`src/rtl/mandelbrot_pkg.sv`:
```
// Shared definitions for the Mandelbrot tile engine.
// Holds the fixed-point format, the tile size and the FSM state type.

package mandelbrot_pkg;

    // ############################
    // number format
    // ############################

    localparam int WIDTH     = 8;              // every fixed-point value, signed
    localparam int FRAC_BITS = WIDTH - 2;      // 2.6 format for an 8 bit word

    // squares carry twice the fraction bits, so 4.0 becomes 4 << 12
    localparam int unsigned ESCAPE_LIMIT = 4 << (2 * FRAC_BITS);

    // ############################
    // tile and iteration sizes
    // ############################

    localparam int ITER_W    = 6;              // width of the limit and the iteration count
    localparam int GRID_COLS = 4;              // points per row
    localparam int GRID_ROWS = 4;              // rows per tile
    localparam int COL_W     = 2;              // enough for GRID_COLS - 1
    localparam int ROW_W     = 2;              // enough for GRID_ROWS - 1

    // ############################
    // scan sequencing
    // ############################

    typedef enum logic [2:0] {
        IDLE,                                  // waiting for start
        INIT,                                  // z and count go to zero
        ITERATE,                               // one ALU step per clock
        EMIT,                                  // pixel result is on the outputs
        DONE                                   // one cycle done pulse
    } scan_state_e;

endpackage
```
`src/rtl/mandelbrot_core.sv`:
```
// Top level of the Mandelbrot tile engine. Connects the scan FSM, the point
// scanner, the orbit engine and the iteration counter.

module mandelbrot_core (
    input  logic                                    clk,
    input  logic                                    rst_n,
    input  logic                                    start,
    input  logic signed [mandelbrot_pkg::WIDTH-1:0] cr_origin,
    input  logic signed [mandelbrot_pkg::WIDTH-1:0] ci_origin,
    input  logic        [mandelbrot_pkg::WIDTH-1:0] step,
    input  logic        [mandelbrot_pkg::ITER_W-1:0] max_iter,
    output logic                                    pixel_valid,
    output logic        [mandelbrot_pkg::COL_W-1:0] pixel_col,
    output logic        [mandelbrot_pkg::ROW_W-1:0] pixel_row,
    output logic        [mandelbrot_pkg::ITER_W-1:0] pixel_iter,
    output logic                                    pixel_escaped,
    output logic                                    busy,
    output logic                                    done,
    output mandelbrot_pkg::scan_state_e             state
);
    import mandelbrot_pkg::*;

    logic signed [WIDTH-1:0] cr;               // c of the point being iterated
    logic signed [WIDTH-1:0] ci;
    logic                    last_point;
    logic                    stop_escape;
    logic                    at_limit;
    logic                    scan_load;
    logic                    scan_advance;
    logic                    orbit_clear;
    logic                    orbit_update;
    logic                    iter_clear;
    logic                    iter_inc;

    // ############################
    // control
    // ############################

    scan_fsm u_fsm (
        .clk           (clk),
        .rst_n         (rst_n),
        .start         (start),
        .stop_escape   (stop_escape),
        .at_limit      (at_limit),
        .last_point    (last_point),
        .scan_load     (scan_load),
        .scan_advance  (scan_advance),
        .orbit_clear   (orbit_clear),
        .orbit_update  (orbit_update),
        .iter_clear    (iter_clear),
        .iter_inc      (iter_inc),
        .pixel_valid   (pixel_valid),
        .pixel_escaped (pixel_escaped),
        .busy          (busy),
        .done          (done),
        .state         (state)
    );

    // ############################
    // datapath
    // ############################

    point_scanner u_scanner (
        .clk        (clk),
        .rst_n      (rst_n),
        .load       (scan_load),
        .advance    (scan_advance),
        .cr_origin  (cr_origin),
        .ci_origin  (ci_origin),
        .step       (step),
        .cr         (cr),
        .ci         (ci),
        .col        (pixel_col),               // indices are stable through EMIT
        .row        (pixel_row),
        .last_point (last_point)
    );

    orbit_engine u_orbit (
        .clk         (clk),
        .rst_n       (rst_n),
        .clear       (orbit_clear),
        .update      (orbit_update),
        .cr          (cr),
        .ci          (ci),
        .zr          (),                       // z itself is not part of the pixel result
        .zi          (),
        .stop_escape (stop_escape)
    );

    iter_counter u_iter (
        .clk      (clk),
        .rst_n    (rst_n),
        .clear    (iter_clear),
        .inc      (iter_inc),
        .max_iter (max_iter),
        .count    (pixel_iter),                // count is held while the pixel is emitted
        .at_limit (at_limit)
    );

endmodule

```
`src/rtl/scan_fsm.sv`:
```
// Sequences one tile: INIT per point, ITERATE until a stop condition, EMIT
// the pixel, and DONE after the last point. Strobes are decoded from the state.

module scan_fsm (
    input  logic                        clk,
    input  logic                        rst_n,
    input  logic                        start,
    input  logic                        stop_escape,
    input  logic                        at_limit,
    input  logic                        last_point,
    output logic                        scan_load,
    output logic                        scan_advance,
    output logic                        orbit_clear,
    output logic                        orbit_update,
    output logic                        iter_clear,
    output logic                        iter_inc,
    output logic                        pixel_valid,
    output logic                        pixel_escaped,
    output logic                        busy,
    output logic                        done,
    output mandelbrot_pkg::scan_state_e state
);
    import mandelbrot_pkg::*;

    scan_state_e state_next;
    logic        point_stop;                   // orbit ends this cycle, either way
    logic        escaped_q;                    // reason the last orbit ended

    assign point_stop = stop_escape || at_limit;

    // ############################
    // state register
    // ############################

    always_ff @(posedge clk) begin
        if (!rst_n) begin
            state     <= IDLE;
            escaped_q <= 1'b0;
        end else begin
            state <= state_next;
            if ((state == ITERATE) && point_stop) begin
                escaped_q <= stop_escape;      // escape wins over the limit
            end
        end
    end

    // ############################
    // next state
    // ############################

    always_comb begin
        state_next = state;
        case (state)
            IDLE: begin
                if (start) begin
                    state_next = INIT;         // start only counts here
                end
            end
            INIT: begin
                state_next = ITERATE;
            end
            ITERATE: begin
                if (point_stop) begin
                    state_next = EMIT;         // otherwise keep stepping z
                end
            end
            EMIT: begin
                state_next = last_point ? DONE : INIT;
            end
            DONE: begin
                state_next = IDLE;
            end
            default: begin
                state_next = IDLE;             // recover from an unused encoding
            end
        endcase
    end

    // ############################
    // decoded outputs
    // ############################

    assign scan_load    = (state == IDLE) && start;    // latch inputs with the start pulse
    assign orbit_clear  = (state == INIT);
    assign iter_clear   = (state == INIT);
    assign orbit_update = (state == ITERATE) && !point_stop;
    assign iter_inc     = (state == ITERATE) && !point_stop;   // count tracks the z updates
    assign pixel_valid  = (state == EMIT);
    assign scan_advance = (state == EMIT);     // move on while the pixel is presented
    assign pixel_escaped = escaped_q;
    assign done         = (state == DONE);
    assign busy         = (state != IDLE);

endmodule

```
`src/rtl/iter_counter.sv`:
```
// Counts iterations of the current point and flags the iteration limit.
// The limit is captured on clear so it stays fixed for the whole point.

module iter_counter (
    input  logic                                clk,
    input  logic                                rst_n,
    input  logic                                clear,
    input  logic                                inc,
    input  logic [mandelbrot_pkg::ITER_W-1:0]   max_iter,
    output logic [mandelbrot_pkg::ITER_W-1:0]   count,
    output logic                                at_limit
);
    import mandelbrot_pkg::*;

    logic [ITER_W-1:0] limit_q;                // limit in force for this point

    assign at_limit = (count == limit_q);

    always_ff @(posedge clk) begin
        if (!rst_n) begin
            count   <= '0;
            limit_q <= '0;                     // count == limit right after reset
        end else if (clear) begin
            count   <= '0;
            limit_q <= max_iter;               // later changes on max_iter wait for the next point
        end else if (inc && !at_limit) begin
            count <= count + 1'b1;             // saturates at the limit
        end
    end

endmodule

```
`src/rtl/point_scanner.sv`:
```
// Walks the tile in row-major order and supplies c for the current point.
// load captures corner and step, advance moves to the next grid point.

module point_scanner (
    input  logic                                    clk,
    input  logic                                    rst_n,
    input  logic                                    load,
    input  logic                                    advance,
    input  logic signed [mandelbrot_pkg::WIDTH-1:0] cr_origin,
    input  logic signed [mandelbrot_pkg::WIDTH-1:0] ci_origin,
    input  logic        [mandelbrot_pkg::WIDTH-1:0] step,
    output logic signed [mandelbrot_pkg::WIDTH-1:0] cr,
    output logic signed [mandelbrot_pkg::WIDTH-1:0] ci,
    output logic        [mandelbrot_pkg::COL_W-1:0] col,
    output logic        [mandelbrot_pkg::ROW_W-1:0] row,
    output logic                                    last_point
);
    import mandelbrot_pkg::*;

    logic signed [WIDTH-1:0] cr_base;          // real part at column 0, restored per row
    logic        [WIDTH-1:0] step_q;           // grid spacing for both axes
    logic                    row_end;          // current point is the final column

    assign row_end    = (col == COL_W'(GRID_COLS - 1));
    assign last_point = row_end && (row == ROW_W'(GRID_ROWS - 1));

    // ############################
    // grid indices
    // ############################

    always_ff @(posedge clk) begin
        if (!rst_n) begin
            col <= '0;
            row <= '0;
        end else if (load) begin
            col <= '0;                         // new tile starts at the corner
            row <= '0;
        end else if (advance) begin
            if (row_end) begin
                col <= '0;
                row <= row + 1'b1;             // wraps to zero after the last row
            end else begin
                col <= col + 1'b1;
            end
        end
    end

    // ############################
    // c coordinates
    // ############################

    always_ff @(posedge clk) begin
        if (load) begin
            cr_base <= cr_origin;
            step_q  <= step;
            cr      <= cr_origin;
            ci      <= ci_origin;
        end else if (advance) begin
            if (row_end) begin
                cr <= cr_base;                 // back to the left edge
                ci <= ci + step_q;             // modulo 2^WIDTH add, same bits as signed
            end else begin
                cr <= cr + step_q;
            end
        end
    end

endmodule

```
`src/rtl/orbit_engine.sv`:
```
// Holds the orbit point z for the current c and steps it through the ALU.
// The FSM clears z at the start of a point and updates it once per iteration.

module orbit_engine (
    input  logic                                    clk,
    input  logic                                    rst_n,
    input  logic                                    clear,
    input  logic                                    update,
    input  logic signed [mandelbrot_pkg::WIDTH-1:0] cr,
    input  logic signed [mandelbrot_pkg::WIDTH-1:0] ci,
    output logic signed [mandelbrot_pkg::WIDTH-1:0] zr,
    output logic signed [mandelbrot_pkg::WIDTH-1:0] zi,
    output logic                                    stop_escape
);
    import mandelbrot_pkg::*;

    logic signed [WIDTH-1:0] next_zr;          // ALU result for the current z
    logic signed [WIDTH-1:0] next_zi;
    logic                    size;             // |z|^2 above the escape limit
    logic                    overflow;         // next z does not fit in 2.6

    // ############################
    // one Mandelbrot step
    // ############################

    mandelbrot_alu u_alu (
        .cr       (cr),
        .ci       (ci),
        .zr       (zr),
        .zi       (zi),
        .next_zr  (next_zr),
        .next_zi  (next_zi),
        .size     (size),
        .overflow (overflow)
    );

    // both flags end the orbit, the FSM does not care which one fired
    assign stop_escape = size | overflow;

    // ############################
    // z register pair
    // ############################

    always_ff @(posedge clk) begin
        if (!rst_n) begin
            zr <= '0;                          // z = 0 keeps the flags quiet after reset
            zi <= '0;
        end else if (clear) begin
            zr <= '0;                          // every orbit starts at the origin
            zi <= '0;
        end else if (update) begin
            zr <= next_zr;                     // z <= z^2 + c
            zi <= next_zi;
        end
    end

endmodule

```
`src/rtl/mandelbrot_alu.sv`:
```
// One combinational step of z = z^2 + c in signed 2.6 fixed point.
// Also reports escape (|z|^2 > 4) and overflow of the next z.

module mandelbrot_alu (
    input  logic signed [mandelbrot_pkg::WIDTH-1:0] cr,
    input  logic signed [mandelbrot_pkg::WIDTH-1:0] ci,
    input  logic signed [mandelbrot_pkg::WIDTH-1:0] zr,
    input  logic signed [mandelbrot_pkg::WIDTH-1:0] zi,
    output logic signed [mandelbrot_pkg::WIDTH-1:0] next_zr,
    output logic signed [mandelbrot_pkg::WIDTH-1:0] next_zi,
    output logic                                    size,
    output logic                                    overflow
);
    import mandelbrot_pkg::*;

    logic signed [2*WIDTH-1:0] zr_sq;          // zr * zr with 2*FRAC_BITS fraction bits
    logic signed [2*WIDTH-1:0] zi_sq;          // zi * zi, never negative
    logic signed [2*WIDTH-1:0] zr_zi;          // cross product for the imaginary part

    logic signed [2*WIDTH:0]   sq_diff;        // zr^2 - zi^2, one guard bit
    logic signed [2*WIDTH:0]   cross_dbl;      // 2 * zr * zi, needs the guard bit for 2 * 2^14
    logic        [2*WIDTH:0]   sq_sum;         // |z|^2 at full precision

    logic signed [2*WIDTH:0]   wide_zr;        // next real part before truncation
    logic signed [2*WIDTH:0]   wide_zi;        // next imaginary part before truncation
    logic        [WIDTH+1:0]   zr_top;         // bits that must all match the new sign bit
    logic        [WIDTH+1:0]   zi_top;
    logic                      overflow_r;
    logic                      overflow_i;

    // ############################
    // products
    // ############################

    assign zr_sq = zr * zr;                    // both operands sign extended to 16 bits
    assign zi_sq = zi * zi;
    assign zr_zi = zr * zi;

    assign sq_diff   = zr_sq - zi_sq;          // signed context extends both to 17 bits
    assign cross_dbl = $signed({zr_zi, 1'b0}); // shift left by one keeps the sign in bit 16
    assign sq_sum    = $unsigned(zr_sq) + $unsigned(zi_sq); // squares are non-negative

    // ############################
    // next z
    // ############################

    // drop FRAC_BITS to return to 2.6, then add c at the same scale
    assign wide_zr = (sq_diff >>> FRAC_BITS) + cr;
    assign wide_zi = (cross_dbl >>> FRAC_BITS) + ci;

    assign next_zr = wide_zr[WIDTH-1:0];       // plain truncation, overflow flags the bad cases
    assign next_zi = wide_zi[WIDTH-1:0];

    // ############################
    // flags
    // ############################

    assign zr_top = wide_zr[2*WIDTH:WIDTH-1];  // sign bit of the result and everything above it
    assign zi_top = wide_zi[2*WIDTH:WIDTH-1];

    // a value fits in WIDTH bits only if these bits are all ones or all zeros
    assign overflow_r = ~((&zr_top) | ~(|zr_top));
    assign overflow_i = ~((&zi_top) | ~(|zi_top));
    assign overflow   = overflow_r | overflow_i;

    assign size = (sq_sum > ESCAPE_LIMIT);     // strictly greater than 4.0 escapes

endmodule

```
`config.mk`:
```
export PLATFORM = sky130hd
export DESIGN_NAME = mandelbrot_core
export DESIGN_NICKNAME = d
export VERILOG_FILES = /design/src/rtl/mandelbrot_pkg.sv /design/src/rtl/mandelbrot_core.sv /design/src/rtl/scan_fsm.sv /design/src/rtl/iter_counter.sv /design/src/rtl/point_scanner.sv /design/src/rtl/orbit_engine.sv /design/src/rtl/mandelbrot_alu.sv
export SDC_FILE = /design/constraint.sdc
export NUM_CORES = 1
export LEC_CHECK = 0
export ABC_AREA = 1
export BUFFER_PORTS_ARGS = -buffer_cell sky130_fd_sc_hd__buf_2
export CORE_UTILIZATION = 60
export CTS_BUF_LIST = sky130_fd_sc_hd__clkbuf_2
export CTS_CLUSTER_SIZE = 25
export DETAILED_ROUTE_END_ITERATION = 16
export GPL_ROUTABILITY_DRIVEN = 0
export PLACE_DENSITY = 0.86
export SYNTH_ARGS = -nofsm -noshare
export SYNTH_HDL_FRONTEND = slang
export SYNTH_SLANG_ARGS = --single-unit
```
`constraint.sdc`:
```
create_clock -name clk -period 11.55 [get_ports clk]
set_clock_uncertainty 0.15 [all_clocks]
set_input_delay 1.7325 -clock clk [delete_from_list [all_inputs] [get_ports clk]]
set_output_delay 1.7325 -clock clk [all_outputs]
set_load 0.01 [all_outputs]
```
**Yosys cells after proc, flatten, opt, wreduce, memory -nomap -nowiden**

Cells that the tools add are included.

- Magnitude comparators: 1
- Reduce and logical (&&, ||, !) cells: 21
- Bitwise operators: 9
- Muxes and demuxes: 11
- Multipliers: 3
- Equal/unequal tests: 9
- Add/sub/neg operators: 9

Operators by type and width:

| operator | count |
|---|---|
| 8-bit by 8-bit multiplier with 16-bit output | 3 |
| 8-bit two-way mux | 6 |
| 11-bit by 8-bit adder with 12-bit output | 2 |
| 10-bit AND reduction | 2 |
| 10-bit OR reduction | 2 |
| 16-bit by 16-bit adder with 17-bit output | 1 |
| 17-bit by 15-bit > comparator with 1-bit output (second input constant) | 1 |
| 16-bit by 16-bit subtractor with 17-bit output | 1 |
| 8-bit adder | 2 |
| 3-bit case mux with 4 select lines | 1 |
| 3-bit two-way mux | 3 |
| 6-bit by 1-bit adder with 6-bit output (second input constant) | 1 |
| 3-bit by 2-bit equality test with 1-bit output (second input constant) | 2 |
| 6-bit equality test | 1 |
| 2-bit AND reduction | 3 |
| 1-bit logical AND | 5 |
| 1-bit NOT | 5 |
| 2-bit by 1-bit adder with 2-bit output (second input constant) | 2 |
| 2-bit equality test (second input constant) | 2 |
| 1-bit bitwise OR | 4 |
| 2-bit nonzero test | 2 |
| 2-bit OR reduction | 2 |
| 3-bit by 1-bit equality test with 1-bit output (second input constant) | 1 |
| 3-bit equality test (second input constant) | 1 |
| 7 further kinds | 8 |

- Flip-flop bits (word level): 68
- Output and inout bits: 17
- Logic and storage cells: 75

**Longest topological paths before layout**

- Word-level depth: 13
- Mapped depth: 52
- Depth with buffers taken out: 49

**Modules after synthesis**

Synthesis repeated with hierarchy kept, for this count alone.

- Cell total of the unflattened synthesis: 1,868
- Area, all modules: 13,406.6 µm²

Modules (own cells, without submodules):

| module | area an instance (µm²) | cells each | instances |
|---|---|---|---|
| mandelbrot_alu | 9,759.4 | 1,435 | 1 |
| point_scanner | 2,080.7 | 228 | 1 |
| orbit_engine | 673.1 | 72 | 1 |
| iter_counter | 648.1 | 98 | 1 |
| scan_fsm | 245.2 | 35 | 1 |

**Worst setup path after synthesis**

OpenSTA, ideal clock, no wires.

- Path kind: flip-flop to flip-flop
- Start: reg u_orbit.zi[7] (netlist name)
- End: reg u_orbit.zi[3] (netlist name)
- Path slack: 4,027 ps
- Arrival time: 7,257 ps
- Period minus slack after synthesis: 7,523 ps
- Library setup time: 116 ps
- Buffers on the path: 2
- Stages on the path, launching flop included: 43
- Path through: dfxtp_1 clkinv_1 or2_2 fa_1 inv_1 fa_1 fa_1 inv_1 fa_1 inv_1 ha_1 a21oi_1 o21ai_0 a21o_1 a21oi_1 nor2_1 o21ai_0 nand2_1 [7 not listed] nand3_1 nand2_1 ha_1 inv_1 o21ai_0 nor2_1 nand3_1 nand2_1 nand2_1 nor2_1 nand2_1 nand2_1 nand3_1 nor2_4 nand2_4 buf_6 nor2_2 nor2_1

- Word-level cells in the longest chain between the ends: 12
- Elaborated cells between the ends (all ways): 22
- Those cells by class: 4 x add/sub; 2 x mul; 1 x order compare; 8 x bitwise; 7 x reduce/logical

Ends and longest elaborated chain:

| what | RTL line | RTL |
|---|---|---|
| start: declaration | orbit_engine.sv:12 | `output logic signed [mandelbrot_pkg::WIDTH-1:0] zi,` |
| start signal: assignment | orbit_engine.sv:53 | `zi <= next_zi;` |
| 8-bit by 8-bit multiplier with 16-bit output | mandelbrot_alu.sv:36 | `assign zi_sq = zi * zi;` |
| 16-bit by 16-bit subtractor with 17-bit output | mandelbrot_alu.sv:39 | `assign sq_diff = zr_sq - zi_sq;` |
| 11-bit by 8-bit adder with 12-bit output | mandelbrot_alu.sv:48 | `assign wide_zr = (sq_diff >>> FRAC_BITS) + cr;` |
| 10-bit OR reduction | mandelbrot_alu.sv:62 | `assign overflow_r = ~((&zr_top) \| ~(\|zr_top));` |
| 1-bit NOT | mandelbrot_alu.sv:62 |  |
| 1-bit bitwise OR | mandelbrot_alu.sv:62 |  |
| 1-bit NOT | mandelbrot_alu.sv:62 |  |
| 1-bit bitwise OR | mandelbrot_alu.sv:64 | `assign overflow = overflow_r \| overflow_i;` |
| 1-bit bitwise OR | orbit_engine.sv:38 | `assign stop_escape = size \| overflow;` |
| 1-bit logical OR | scan_fsm.sv:29 | `assign point_stop = stop_escape \|\| at_limit;` |
| 1-bit zero test | scan_fsm.sv:86 | `assign orbit_update = (state == ITERATE) && !point_stop;` |
| 1-bit logical AND | scan_fsm.sv:86 |  |

Parallel ways exist; a longest one is shown, timed or not.
A chain may end at the register's enable or synchronous reset.

**Final worst setup path**

- Start: reg u_orbit.zi[7] (netlist name)
- End: reg u_orbit.zr[1] (netlist name)

- Word-level cells in the longest chain between the ends: 12
- Elaborated cells between the ends (all ways): 22
- Those cells by class: 4 x add/sub; 2 x mul; 1 x order compare; 8 x bitwise; 7 x reduce/logical

Ends and longest elaborated chain:

| what | RTL line | RTL |
|---|---|---|
| 8-bit by 8-bit multiplier with 16-bit output | mandelbrot_alu.sv:36 |  |
| 16-bit by 16-bit subtractor with 17-bit output | mandelbrot_alu.sv:39 |  |
| 11-bit by 8-bit adder with 12-bit output | mandelbrot_alu.sv:48 |  |
| 10-bit OR reduction | mandelbrot_alu.sv:62 |  |
| 1-bit NOT | mandelbrot_alu.sv:62 |  |
| 1-bit bitwise OR | mandelbrot_alu.sv:62 |  |
| 1-bit NOT | mandelbrot_alu.sv:62 |  |
| 1-bit bitwise OR | mandelbrot_alu.sv:64 |  |
| 1-bit bitwise OR | orbit_engine.sv:38 |  |
| 1-bit logical OR | scan_fsm.sv:29 |  |
| 1-bit zero test | scan_fsm.sv:86 |  |
| 1-bit logical AND | scan_fsm.sv:86 |  |
| end signal: assignment | orbit_engine.sv:52 | `zr <= next_zr;` |
| end: declaration | orbit_engine.sv:11 | `output logic signed [mandelbrot_pkg::WIDTH-1:0] zr,` |

Parallel ways exist; a longest one is shown, timed or not.

==> results.yml <==
status:
  outcome: "completed"
worst_setup_path:
  slowest_stage: "dfxtp_1"
  cp.arrival_ns: 9.21
  reg2reg_depth: 41
  critPathKind: "reg -> reg"
  timing.rr.start: "u_orbit.zi[7]"
  path_delay_family: "adder cells"
  r2r_end: "u_orbit.zr[1]"
  worstPathRequired_ns: 11.88
  start_kind: "flop"
  cp_max_fo: 18
  crit_path_end_kind: "flop"
  crit_top_cell: "nand2_1"
  r2r_setup_slack_ns: 2.67
  critPathBufInv: 5
  cp_slowest_stage_delay_ns: 0.73
logic_synthesis:
  ys_seq_area_share_pct: 13.1
  synth_area_um2: 12800
  synth_edf_count: 32
  syn-instance-count: 1758
  ys_top_cells_by_area: "fa_1 23%, ha_1 14%, inv_1 12%"
  synthFlopType: "dfxtp_1"
  ys_types: 46
  synth-seq-cells: 68
  synthArstFlopShare_pct: 0
  syn_avg_cell_area_um2: 7.30
  synth.net_count: 2081
  yosysTopAreaCell: "fa_1"
  ys_warn_count: 0
  yosys.area.top_type_share_pct: 22.8
power_and_ir_drop:
  power_density_nw_per_um2: 137
  seqPwrFrac_pct: 19.6
  ir_drop_mv: 0.136
  p_int_w: 0.000816
  netSwitchingFraction_pct: 55.0
  p_leak_nw: 7.59
  pwr-share-clk_pct: 7.3
  p_comb_share_pct: 73.0
  switchingPower_w: 0.000999
final_layout:
  drive_above_1_share_pct: 6.20
  fill_cells: 1745
  fin_nets: 2091
  area_delta_synth_final_pct: 3.37
die:
  die-area_um2: 22000
  fp.dieH_um: 148
  std_cell_rows: 53
  initial_core_util_pct: 61.1
  die_x_um: 148
  io_pins: 50
  core_area_um2: 21000
detailed_routing:
  drt_iter0_drc: 766
  drt-total-wl_mm: 29.2
  drcViolationCount: 0
  wl_per_cell_um: 14.2
  avgViaCountPerCell: 5.34
  antenna_left: 0
  vias: 10947
  dr.pass1.iters: 5
cts:
  htreeDepth: 3
  cts_root_buffer: "clkbuf_2"
  clk_path_buf_depth: 2
  clock_sinks: 68
  cts_tree: "yes"
  clkTransAtPathRegs_ns: 0.18
  numCtsBuffers: 9
  clock_latency_ns: 0.53
  cts_resized: 0
  postCtsHoldBufs: 0
  cts_setup_buffers: 0
sta:
  slew_headroom_pct: 34.9
  finalHoldViolCount: 0
  rsz0062_at_grt: "no"
  min_period_ns: 8.88
  fin_tns_setup_ns: 0
  setup_viol: 0
  period_share_pct: 76.9
  worst_pin_slew_ns: 0.969
  fin_ws_ns: 2.67
  fmax_ghz: 0.113
  slew_violations: 0
min_path:
  hp-class: "reg -> reg"
  worstHoldStart: "u_iter.limit_q[5]"
  holdPathEnd: "u_iter.limit_q[5]"
  min_path_cells: 2
grt:
  grt_usage_pct: 27.6
  antenna_found_initial: 1
  grt_first_pass_wirelength_mm: 49.0
  grt-ovfl-total: 0
  grt_pass1_vias: 10820
  grt_max_degree: 39
placed_design:
  place_ws_ns: 2.84
  dp_hpwl_mm: 24.3
  portBuffers: 49
job:
  drv_cap: 0
[tightest hold or removal path, stage by stage (launching register included)]
cell and delay [ns]:
dfxtp_1 0.36, inv_1 0.05, a21oi_1 0.05
[how the worst max path moves through the flow]
stage                        startpoint         endpoint  slack (ns)  cells after the start
after floorplan           u_orbit.zi[7]    u_orbit.zi[3]        4.03                     42
after global placement    u_orbit.zi[7]  u_iter.count[0]        3.20                     42
after detailed placement  u_orbit.zi[7]    u_orbit.zr[1]        2.84                     41
after CTS                 u_orbit.zi[7]    u_orbit.zr[1]        2.79                     41
after global routing      u_orbit.zi[1]    u_orbit.zi[0]        1.93                     46
final                     u_orbit.zi[7]    u_orbit.zr[1]        2.67                     41
[synth_stat cells (2+ instances only)]
master	n
nand3b_1	2
a21oi_1	85
clkinv_1	3
nor4_1	7
o21ai_1	10
inv_2	2
nor2_4	5
nor2_2	11
nand2_1	383
edfxtp_1	32
o22ai_1	3
buf_4	4
and2_1	2
inv_1	418
o21bai_1	8
fa_1	146
nor2_1	106
or2_2	6
clkbuf_1	37
buf_6	5
nand2_2	11
ha_1	144
a211oi_1	2
a221oi_1	2
buf_1	2
nand3_2	2
nor3_1	13
dfxtp_1	36
nand4_1	17
o21ai_0	62
xor2_1	48
nand2_4	2
a21o_1	4
nand3_1	80
buf_2	3
a31oi_1	11
xnor2_1	35
[state kept, by name, summed over array words and instances, names as in the netlist]
register             cells
u_scanner.row            2
u_scanner.ci             8
u_scanner.cr_base        8
u_scanner.step_q         8
u_scanner.col            2
u_orbit.zr               8
u_iter.count             6
u_scanner.cr             8
u_fsm.state              3
u_orbit.zi               8
u_iter.limit_q           6
u_fsm.pixel_escaped      1
[placed cells by master (no fill, tap or decap), types with 5 or more instances in the layout]
cell / synthesis / routed
inv_1: 418 / 418
nand2_1: 383 / 383
fa_1: 146 / 146
ha_1: 144 / 144
nor2_1: 106 / 105
a21oi_1: 85 / 85
nand3_1: 80 / 80
o21ai_0: 62 / 62
buf_2: 3 / 49
xor2_1: 48 / 48
dfxtp_1: 36 / 36
xnor2_1: 35 / 35
edfxtp_1: 32 / 32
nand4_1: 17 / 17
nor3_1: 13 / 13
nor2_2: 11 / 12
a31oi_1: 11 / 11
nand2_2: 11 / 11
o21ai_1: 10 / 10
clkbuf_2: 0 / 10
o21bai_1: 8 / 8
nor4_1: 7 / 7
or2_2: 6 / 6
clkinv_1: 3 / 5
nor2_4: 5 / 5
[per-stage QoR]
| stage | cell area (µm²) | utilization (%) | hold slack [ns] | total power (W) | instances |
|---|---|---|---|---|---|
| after floorplan | 12800 | - | 0.286 | 0.00137 | 1758 |
| after global placement | 13200 | 62.6 | 0.298 | 0.00162 | 2032 |
| after detailed placement | 13200 | 62.6 | 0.303 | 0.00166 | 2032 |
| after CTS | 13300 | 63.1 | 0.325 | 0.00180 | 2048 |
| after global routing | 13300 | 63.1 | 0.353 | 0.00200 | 2049 |
| final | 13300 | 63.1 | 0.324 | 0.00182 | 2049 |
[area by class of cell]
class / count / area (µm²) / share of cell area (%)
Tap cell: 275 / 344 / 2.59
Clock inverter: 6 / 53.8 / 0.405
Clock buffer: 10 / 50.0 / 0.377
Multi-Input combinational cell: 1214 / 9280 / 69.9
Inverter: 424 / 1600 / 12.0
Sequential cell: 68 / 1680 / 12.7
Timing Repair Buffer: 51 / 260 / 1.96
Antenna cell: 1 / 2.50 / 0.0189
[routing by layer]
| layer | wire, µm | up-vias | GRT usage, % | share of wire [%] |
|---|---|---|---|---|
| met1 | 11900 | 5063 | 34.8 | 41 |
| met5 | 0 | - | 0 | 0 |
| met3 | 2000 | 69 | 3.37 | 6.9 |
| li1 | - | 5396 | - | - |
| met2 | 14200 | 419 | 47.4 | 49 |
| met4 | 1130 | 0 | 12.6 | 3.9 |
[power groups by stage]
stage | Combinational (W) | Sequential [W] | Clock [W]
after floorplan | 0.00104 | 0.000324 | 0
after global placement | 0.00127 | 0.000358 | 0
after detailed placement | 0.00130 | 0.000360 | 0
after CTS | 0.00131 | 0.000354 | 0.000136
after global routing | 0.00149 | 0.000360 | 0.000145
final | 0.00133 | 0.000356 | 0.000133
[kinds of logic (layout without fill, tap and decap cells)]
logic type | Yosys count | in the layout | synth area share, %
AOI/OAI and AO/OA | 191 | 191 | 8.07
DFF | 68 | 68 | 13.1
xor gates and xnor gates | 83 | 83 | 5.66
adders and majority gates | 290 | 290 | 36.8
buffers and inverters | 476 | 491 | 14.6
other | 0 | 1 | 0
and+or+nand+nor | 650 | 650 | 21.8
Power figures use the tool's default switching activity.
